**config.mk**
```make
export PLATFORM = sky130hd
export DESIGN_NAME = firTop
export DESIGN_NICKNAME = d
export VERILOG_FILES = /design/src/logic/firPkg.sv /design/src/logic/coeffBank.sv /design/src/logic/firCsr.sv /design/src/logic/firDatapath.sv /design/src/logic/firTop.sv
export SDC_FILE = /design/constraint.sdc
export NUM_CORES = 2
export LEC_CHECK = 0
export ABC_AREA = 0
export BUFFER_PORTS_ARGS = -buffer_cell sky130_fd_sc_hd__buf_4
export CAP_MARGIN = 40
export CORE_MARGIN = 10
export CORE_UTILIZATION = 59
export DETAILED_ROUTE_END_ITERATION = 10
export GPL_ROUTABILITY_DRIVEN = 0
export PLACE_DENSITY = 0.87
export SYNTH_ARGS = -nofsm -noshare
export SYNTH_HDL_FRONTEND = slang
export SYNTH_SLANG_ARGS = --single-unit
```
**constraint.sdc**
```tcl
create_clock -name clock -period 6.7 [get_ports clock]
set_clock_uncertainty 0.2 [all_clocks]
set_input_delay 0.67 -clock clock [delete_from_list [all_inputs] [get_ports clock]]
set_output_delay 0.67 -clock clock [all_outputs]
set_load 0.02 [all_outputs]
```
**src/logic/firPkg.sv**
```systemverilog
package firPkg;

	// Byte offsets of the register map on the AXI4-Lite port.
	// The bus is word addressed in practice, so the low two bits are ignored by the decoder.
	localparam logic [11:0] ctrlOffset = 12'h000;
	localparam logic [11:0] statusOffset = 12'h004;

	// Coefficient k lives at coeffBaseOffset plus four times k.
	localparam logic [11:0] coeffBaseOffset = 12'h100;

	// Layout of the control register.
	// The enable bit is held, while commit and clearHistory only act in the write that sets them.
	// They always read back as zero.
	typedef struct packed {
		logic [28:0] reserved;
		logic clearHistory;
		logic commit;
		logic enable;
	} ctrlWord;

	// One bus word seen two ways.
	// A coefficient write uses the raw view, and a control write uses the ctrlWord view.
	// The register block picks the view from the address.
	typedef union packed {
		logic [31:0] raw;
		ctrlWord ctrl;
	} regWord;

	// Response codes on the b and r channels.
	// Only the two codes this slave can return are listed.
	typedef enum logic [1:0] {
		OKAY = 2'b00,
		SLVERR = 2'b10
	} axiResp;

	// Control that the register block sends to the coefficient bank and the datapath.
	// Enable is a level.
	// ClearHistory and commit are single-cycle pulses.
	typedef struct packed {
		logic enable;
		logic clearHistory;
		logic commit;
	} csrCtrl;

endpackage

```
**src/logic/coeffBank.sv**
```systemverilog
`timescale 1ns/1ps

module coeffBank import firPkg::*; #(
	parameter int taps = 16,
	parameter int dataWidth = 8,
	localparam int idxWidth = $clog2(taps)
) (
	input logic clock,
	input logic rstN,
	input csrCtrl ctrl,
	input logic coeffWe,
	input logic [idxWidth-1:0] coeffIndex,
	input logic [dataWidth-1:0] coeffData,
	output logic [taps*dataWidth-1:0] shadowCoeffs,
	output logic [taps*dataWidth-1:0] activeCoeffs
);

	// Both banks are flat vectors with tap k in bits k*dataWidth and up.
	// The host only ever writes the shadow bank.
	// The datapath only ever reads the active bank, so reloading never disturbs a running filter.

	// The strobe selects one tap slot and the write lands one cycle after it.
	// The register block has already checked that the index is below taps.
	always_ff @(posedge clock or negedge rstN) begin
		if (!rstN) begin
			shadowCoeffs <= '0;
		end else if (coeffWe) begin
			shadowCoeffs[coeffIndex*dataWidth +: dataWidth] <= coeffData;
		end
	end

	// The commit pulse copies the whole shadow bank in one cycle.
	// Taps that were not rewritten since the last commit keep their shadow value and so
	// carry over unchanged.
	always_ff @(posedge clock or negedge rstN) begin
		if (!rstN) begin
			activeCoeffs <= '0;
		end else if (ctrl.commit) begin
			activeCoeffs <= shadowCoeffs;
		end
	end

	// A commit never meets a shadow write in the same cycle.
	// Both come from separate bus writes, and the register block takes one write at a time
	// with a response cycle between them.

endmodule

```
**src/logic/firCsr.sv**
```systemverilog
`timescale 1ns/1ps

module firCsr import firPkg::*; #(
	parameter int taps = 16,
	parameter int dataWidth = 8,
	localparam int idxWidth = $clog2(taps)
) (
	input logic clock,
	input logic rstN,
	input logic awvalid,
	output logic awready,
	input logic [11:0] awaddr,
	input logic wvalid,
	output logic wready,
	input logic [31:0] wdata,
	output logic bvalid,
	input logic bready,
	output axiResp bresp,
	input logic arvalid,
	output logic arready,
	input logic [11:0] araddr,
	output logic rvalid,
	input logic rready,
	output logic [31:0] rdata,
	output axiResp rresp,
	input logic [taps*dataWidth-1:0] shadowCoeffs,
	input logic busy,
	output csrCtrl ctrl,
	output logic coeffWe,
	output logic [idxWidth-1:0] coeffIndex,
	output logic [dataWidth-1:0] coeffData
);

	// The address and data of a write are only taken together.
	// Nothing new is taken while the previous write response still waits for bready.
	logic writeAccept;
	logic readAccept;
	regWord writeWord;
	regWord readWord;
	axiResp writeResp;
	axiResp readResp;
	logic [9:0] writeOffset;
	logic [9:0] readOffset;
	logic writeIsCtrl;
	logic writeIsStatus;
	logic writeIsCoeff;
	logic readIsCoeff;
	logic commitRefused;
	logic signed [dataWidth-1:0] readCoeff;

	assign writeAccept = awvalid && wvalid && !bvalid;
	assign awready = writeAccept;
	assign wready = writeAccept;

	// A read is taken whenever no read data is waiting on the r channel.
	assign readAccept = arvalid && !rvalid;
	assign arready = readAccept;

	// Word distance from the start of the coefficient window.
	// It wraps for addresses below the window, which the range compare below excludes.
	assign writeOffset = awaddr[11:2] - coeffBaseOffset[11:2];
	assign readOffset = araddr[11:2] - coeffBaseOffset[11:2];

	assign writeIsCtrl = awaddr[11:2] == ctrlOffset[11:2];
	assign writeIsStatus = awaddr[11:2] == statusOffset[11:2];
	assign writeIsCoeff = (awaddr >= coeffBaseOffset) && (writeOffset < 10'(taps));
	assign readIsCoeff = (araddr >= coeffBaseOffset) && (readOffset < 10'(taps));

	// The write word is decoded as a control word or as coefficient data.
	assign writeWord.raw = wdata;

	// Swapping banks under a running filter would mix old and new taps inside one result.
	// So a commit is only allowed while the filter is stopped and has drained.
	assign commitRefused = writeWord.ctrl.commit && (ctrl.enable || busy);

	// The status register is read only, and a write to it is accepted and dropped.
	always_comb begin
		if (writeIsCtrl) begin
			writeResp = commitRefused ? SLVERR : OKAY;
		end else if (writeIsStatus || writeIsCoeff) begin
			writeResp = OKAY;
		end else begin
			writeResp = SLVERR;
		end
	end

	// Coefficients come back from the shadow bank, so a read shows what the next commit loads.
	assign readCoeff = shadowCoeffs[readOffset[idxWidth-1:0]*dataWidth +: dataWidth];

	// Read data mux.
	// Unmapped reads return zero with an error response.
	always_comb begin
		readWord.raw = '0;
		readResp = OKAY;
		if (araddr[11:2] == ctrlOffset[11:2]) begin
			readWord.ctrl.enable = ctrl.enable;
		end else if (araddr[11:2] == statusOffset[11:2]) begin
			// Bit 0 mirrors enable and bit 1 shows that the pipeline holds samples.
			readWord.raw[0] = ctrl.enable;
			readWord.raw[1] = busy;
		end else if (readIsCoeff) begin
			readWord.raw = 32'(readCoeff);
		end else begin
			readResp = SLVERR;
		end
	end

	// Handshake state and control outputs.
	// The commit and clear pulses last exactly one cycle after the accepting write.
	always_ff @(posedge clock or negedge rstN) begin
		if (!rstN) begin
			ctrl <= '0;
			coeffWe <= 1'b0;
			bvalid <= 1'b0;
			rvalid <= 1'b0;
		end else begin
			ctrl.commit <= 1'b0;
			ctrl.clearHistory <= 1'b0;
			coeffWe <= 1'b0;
			if (bvalid && bready) begin
				bvalid <= 1'b0;
			end
			if (writeAccept) begin
				bvalid <= 1'b1;
				coeffWe <= writeIsCoeff;
				if (writeIsCtrl && !commitRefused) begin
					ctrl.enable <= writeWord.ctrl.enable;
					ctrl.commit <= writeWord.ctrl.commit;
					ctrl.clearHistory <= writeWord.ctrl.clearHistory;
				end
			end
			if (rvalid && rready) begin
				rvalid <= 1'b0;
			end
			if (readAccept) begin
				rvalid <= 1'b1;
			end
		end
	end

	// Response codes, read data and the coefficient strobe payload.
	always_ff @(posedge clock) begin
		if (writeAccept) begin
			bresp <= writeResp;
			coeffIndex <= writeOffset[idxWidth-1:0];
			coeffData <= writeWord.raw[dataWidth-1:0];
		end
		if (readAccept) begin
			rdata <= readWord.raw;
			rresp <= readResp;
		end
	end

	// The write response must wait for the master with its code unchanged.
	bHold: assert property (@(posedge clock) disable iff (!rstN)
		bvalid && !bready |=> bvalid && $stable(bresp))
		else $error("bvalid or bresp changed before bready");

	// The bank swap must never land while a sample is still inside the datapath.
	commitIdle: assert property (@(posedge clock) disable iff (!rstN)
		ctrl.commit |-> !busy)
		else $error("commit pulse while the datapath is busy");

endmodule

```
**src/logic/firDatapath.sv**
```systemverilog
`timescale 1ns/1ps

module firDatapath import firPkg::*; #(
	parameter int taps = 16,
	parameter int dataWidth = 8,
	localparam int outWidth = 2 * dataWidth + $clog2(taps)
) (
	input logic clock,
	input logic rstN,
	input csrCtrl ctrl,
	input logic [taps*dataWidth-1:0] activeCoeffs,
	input logic sampleInValid,
	output logic sampleInReady,
	input logic signed [dataWidth-1:0] sampleIn,
	output logic resultValid,
	input logic resultReady,
	output logic signed [outWidth-1:0] result,
	output logic busy
);

	// The delay line keeps the taps-1 samples before the newest one, index 0 most recent.
	// The newest sample never sits in it, since it goes straight to the multipliers.
	logic signed [dataWidth-1:0] delayLine [taps-1];
	logic signed [dataWidth-1:0] window [taps];
	logic signed [dataWidth-1:0] coeffs [taps];
	logic signed [2*dataWidth-1:0] products [taps];
	logic signed [outWidth-1:0] sum;
	logic stage1Valid;
	logic advance;
	logic accept;

	// Both stages move together.
	// They can move when the output slot is empty or its result leaves this cycle.
	assign advance = !resultValid || resultReady;

	// Input is held off in the cycle of a bank swap.
	// A commit and an enable in the same write would otherwise let the first sample meet the old bank.
	assign sampleInReady = ctrl.enable && !ctrl.commit && advance;
	assign accept = sampleInValid && sampleInReady;

	// Anything in either stage counts, so a commit waits until the last result has left.
	assign busy = stage1Valid || resultValid;

	always_comb begin
		for (int k = 0; k < taps; k++) begin
			coeffs[k] = $signed(activeCoeffs[k*dataWidth +: dataWidth]);
		end
	end

	// The window is the new sample followed by the stored history.
	// Under a clear the history reads as zero, so a sample taken with the pulse already sees it.
	always_comb begin
		window[0] = sampleIn;
		for (int k = 1; k < taps; k++) begin
			window[k] = ctrl.clearHistory ? '0 : delayLine[k-1];
		end
	end

	// The history shifts only when a sample is taken.
	// Without one, a clear pulse empties the line on its own.
	always_ff @(posedge clock or negedge rstN) begin
		if (!rstN) begin
			for (int k = 0; k < taps - 1; k++) begin
				delayLine[k] <= '0;
			end
		end else if (accept) begin
			for (int k = 0; k < taps - 1; k++) begin
				delayLine[k] <= window[k];
			end
		end else if (ctrl.clearHistory) begin
			for (int k = 0; k < taps - 1; k++) begin
				delayLine[k] <= '0;
			end
		end
	end

	// Stage one registers every tap product.
	// Both factors are signed, so each product is sign extended into twice the data width.
	always_ff @(posedge clock) begin
		if (accept) begin
			for (int k = 0; k < taps; k++) begin
				products[k] <= window[k] * coeffs[k];
			end
		end
	end

	// Adder tree in behavioral form.
	// The extra log2(taps) bits keep the sum exact for any coefficient set.
	always_comb begin
		sum = '0;
		for (int k = 0; k < taps; k++) begin
			sum = sum + outWidth'(products[k]);
		end
	end

	// Valid bits of both stages.
	// A stage only empties when the stage behind it can take its content.
	always_ff @(posedge clock or negedge rstN) begin
		if (!rstN) begin
			stage1Valid <= 1'b0;
			resultValid <= 1'b0;
		end else if (advance) begin
			stage1Valid <= accept;
			resultValid <= stage1Valid;
		end
	end

	// Stage two holds the full-width result until the consumer takes it.
	always_ff @(posedge clock) begin
		if (advance && stage1Valid) begin
			result <= sum;
		end
	end

	// A held result must not change or vanish before the consumer takes it.
	resultHold: assert property (@(posedge clock) disable iff (!rstN)
		resultValid && !resultReady |=> resultValid && $stable(result))
		else $error("result changed while stalled");

endmodule

```
**src/logic/firTop.sv**
```systemverilog
`timescale 1ns/1ps

module firTop import firPkg::*; #(
	parameter int taps = 16,
	parameter int dataWidth = 8,
	localparam int idxWidth = $clog2(taps),
	localparam int outWidth = 2 * dataWidth + $clog2(taps)
) (
	input logic clock,
	input logic rstN,
	input logic awvalid,
	output logic awready,
	input logic [11:0] awaddr,
	input logic wvalid,
	output logic wready,
	input logic [31:0] wdata,
	output logic bvalid,
	input logic bready,
	output axiResp bresp,
	input logic arvalid,
	output logic arready,
	input logic [11:0] araddr,
	output logic rvalid,
	input logic rready,
	output logic [31:0] rdata,
	output axiResp rresp,
	input logic sampleInValid,
	output logic sampleInReady,
	input logic signed [dataWidth-1:0] sampleIn,
	output logic resultValid,
	input logic resultReady,
	output logic signed [outWidth-1:0] result
);

	// Control, coefficient strobes and the two banks between the blocks.
	csrCtrl ctrl;
	logic coeffWe;
	logic [idxWidth-1:0] coeffIndex;
	logic [dataWidth-1:0] coeffData;
	logic [taps*dataWidth-1:0] shadowCoeffs;
	logic [taps*dataWidth-1:0] activeCoeffs;
	logic busy;

	// Register block on the host bus.
	firCsr #(.taps(taps), .dataWidth(dataWidth)) csr (
		.clock, .rstN,
		.awvalid, .awready, .awaddr, .wvalid, .wready, .wdata,
		.bvalid, .bready, .bresp,
		.arvalid, .arready, .araddr, .rvalid, .rready, .rdata, .rresp,
		.shadowCoeffs, .busy, .ctrl, .coeffWe, .coeffIndex, .coeffData
	);

	// Shadow and active coefficient banks.
	coeffBank #(.taps(taps), .dataWidth(dataWidth)) bank (
		.clock, .rstN, .ctrl, .coeffWe, .coeffIndex, .coeffData,
		.shadowCoeffs, .activeCoeffs
	);

	// Two-stage filter pipeline between the sample and result streams.
	firDatapath #(.taps(taps), .dataWidth(dataWidth)) datapath (
		.clock, .rstN, .ctrl, .activeCoeffs,
		.sampleInValid, .sampleInReady, .sampleIn,
		.resultValid, .resultReady, .result, .busy
	);

endmodule

```
==> flow_metrics.py <==
metrics = {
    "synthesis": {
        "synth_warnings": 0,
        "synthFlopType": "dfrtp_1",
        "yosysSeqAreaShare_pct": 25.9,
        "synth_edf_count": 298,
        "synthCells": 6903,
        "ys_types": 78,
        "syn_avg_cell_area_um2": 10.4,
        "async_flop_share_pct": 56.3,
        "syn-cell-area_mm2": 0.0717,
        "ys_ff_latch": 682,
    },
    "timing": {
        "holdWs_ns": 0.0191,
        "fin_ws_ns": -1.33,
        "drv_slew": 0,
        "rsz0062_at_grt": "yes",
        "worst_pin_slew_ns": 1.11,
        "hold_violations": 0,
        "setup_violations": 14,
        "period_minus_slack_ns": 8.03,
        "post-route-period-util_pct": 120,
        "slew_headroom_pct": 26.0,
        "tns_ns": -12.91,
        "fmax_ghz": 0.125,
    },
    "pwr": {
        "power.density_mw_per_mm2": 122,
        "p_clk_share_pct": 48.1,
        "irDropWorstVdd_mv": 0.212,
        "p_seq_share_pct": 46.4,
        "power.internal_uw": 7240,
        "swShare_pct": 24.5,
        "p_leak_uw": 0.0366,
        "switchingPower_uw": 2350,
        "p_comb_share_pct": 5.5,
    },
    "floorplan": {
        "io_pins": 136,
        "rows": 127,
        "initial_core_util_pct": 59.6,
        "chipHeight_um": 369,
        "die_area_mm2": 0.136,
        "die_w_um": 369,
        "design.core.area_mm2": 0.120,
    },
    "worst_setup_path": {
        "timing.critical_path.buf_inv": 11,
        "worstPathArrival_ns": 8.25,
        "critPathKind": "reg2reg",
        "crit_family": "adder cells",
        "slowest_delay_ns": 0.57,
        "crit_fanout": 4,
        "r2r-start": "datapath.products[0][17]",
        "required_ns": 6.92,
        "rrSetupSlack_ns": -1.33,
        "startpoint": "datapath.products[0][17]",
        "critPathCaptureType": "flop",
        "worstSetupStartpointType": "flop",
        "slowest_stage": "fa_1",
    },
    "run": {
        "max_cap_violations": 0,
    },
    "detailed_routing": {
        "drt-pass1-iter-count": 8,
        "first_iter_violations": 5945,
        "finalWirelength_um": 212000,
        "wl_per_cell_um": 24.2,
        "avgViaCountPerCell": 5.99,
        "final_antenna_net_count": 0,
        "via_count": 52400,
        "drc": 0,
    },
    "min_path": {
        "min_from": "wdata[1]",
        "hp-class": "in2reg",
    },
    "run_status": {
        "violations": "negative setup slack",
        "status": "complete, but fails checks",
    },
    "cts": {
        "cts_max_path_buffers": 3,
        "tritoncts": "done",
        "cts_made_buffers": 76,
        "clkTransAtPathRegs_ns": 0.07,
        "cts_root_buffer": "clkbuf_16",
        "h-tree-depth": 3,
        "insertion_delay_ns": 0.68,
        "cts.sinks": 682,
    },
    "layout": {
        "nets": 8741,
        "drive_gt1_share_pct": 9.42,
        "fillCellCount": 8212,
        "syn_to_final_growth_pct": 9.32,
    },
    "global_route": {
        "gr-usage-met2_pct": 48.4,
        "busiest_layer": "met2",
        "track_usage_pct": 30.8,
        "antenna_found_initial": 35,
        "grt_pass1_wl_um": 321000,
        "met3_usage_pct": 9.45,
        "grt_pass1_vias": 55600,
        "overflow": 0,
        "grt_max_degree": 164,
        "grtUsageMet1_pct": 35.9,
    },
    "place": {
        "io_buffers": 105,
        "detailed_place_hpwl_um": 159000,
    },
}
[final timing paths]
kind | end | cells past startpoint
max | datapath.result[18] | 31
min | csr.coeffData[1] | 1
max reg2reg | datapath.result[18] | 31
min reg2reg | bank.shadowCoeffs[9] | 2
max in group asynchronous | datapath.delayLine[77] | 3
min in group asynchronous | bank.activeCoeffs[15] | 2
[registers in the layout, indices dropped and copies added, names as in the netlist]
register / flops
bank.activeCoeffs: 128
datapath.products: 256
csr.coeffIndex: 4
csr.ctrl: 3
csr.bvalid: 1
datapath.resultValid: 1
datapath.delayLine: 120
csr.rdata: 8
csr.rresp: 1
csr.bresp: 1
csr.coeffWe: 1
csr.coeffData: 8
datapath.result: 20
csr.rvalid: 1
datapath.stage1Valid: 1
bank.shadowCoeffs: 128
[placed cells by master, fill, tap and decap left out, drive strengths merged, types with 124 or more instances in the layout]
| cell type | synthesis | routed |
|---|---|---|
| mux2 | 124 | 124 |
| fa | 1103 | 1103 |
| nor2b | 161 | 161 |
| o21ai | 298 | 298 |
| nand2 | 779 | 779 |
| buf | 66 | 264 |
| edfxtp | 298 | 298 |
| xnor2 | 239 | 239 |
| nand2b | 138 | 138 |
| inv | 1376 | 1384 |
| dfrtp | 384 | 384 |
| and2 | 634 | 634 |
| ha | 505 | 505 |
[power by group through the flow]
stage / Clock, uW / Sequential, uW / Combinational, uW
2_1_floorplan: 0 / 4510 / 248
3_3_place_gp: 0 / 4530 / 470
3_5_place_dp: 0 / 4530 / 489
4_1_cts: 4580 / 4450 / 502
5_1_grt: 4760 / 4450 / 556
6_report: 4610 / 4450 / 523
[cells in the mapped netlist, types with 111 or more instances]
cell type | n | area, um2
fa_1 | 1103 | 22100
and2_1 | 634 | 3970
nand2_1 | 777 | 2920
xnor2_1 | 239 | 2090
ha_1 | 505 | 6320
nor2b_1 | 160 | 1000
o21ai_0 | 284 | 1420
mux2_2 | 124 | 1400
dfrtp_1 | 384 | 9610
nand2b_1 | 138 | 863
clkbuf_1 | 127 | 477
inv_1 | 1376 | 5160
nor2_1 | 111 | 417
edfxtp_1 | 298 | 8950
[layout make-up]
cell class                      instances  area (um2)  area share [%]
Sequential cell                       682       18600            23.7
Clock buffer                           98        2170            2.77
Clock inverter                         44         568           0.725
Timing Repair Buffer                  276        2280            2.91
Antenna cell                           11        27.5          0.0351
Inverter                             1376        5170            6.60
Tap cell                             1612        2020            2.57
Multi-Input combinational cell       4648       47600            60.7
[layer usage]
layer / wire length (um) / up-vias
met5: 308 / -
met4: 19800 / 42
met3: 26200 / 1088
met2: 95700 / 3479
met1: 69600 / 26000
li1: - / 21700
[repair_timing]
item,CTS,global route
endpoints found under the hold margin,99,0
pin swaps,34,60
endpoints found under the setup margin,13,15
hold buffers,12,0
gates resized for setup,48,62
setup buffers,14,9
[metrics by stage]
| stage | worst slack (ns) | power [uW] | instances | instance area, um2 | utilization, % |
|---|---|---|---|---|---|
| floorplan | -0.306 | 4760 | 6904 | 71700 | - |
| global placement | -0.648 | 5000 | 8560 | 74800 | 62.2 |
| detailed placement | -0.925 | 5020 | 8564 | 74900 | 62.2 |
| CTS | -0.785 | 9530 | 8728 | 78000 | 64.8 |
| global route | -1.50 | 9760 | 8736 | 78300 | 65.1 |
| finish | -1.33 | 9590 | 8747 | 78400 | 65.1 |
[cells by family after synthesis]
kind of cell,count (synthesis),share of synthesized area [%]
mux,168,3.26
fa+ha+maj,1608,39.6
xor+xnor,279,3.41
compound gates,607,5.17
buf+inv,1574,8.47
simple gates,1984,14.2
other cells,1,0.00523
flops,682,25.9
Note: power is estimated with default switching activity, not from simulation.
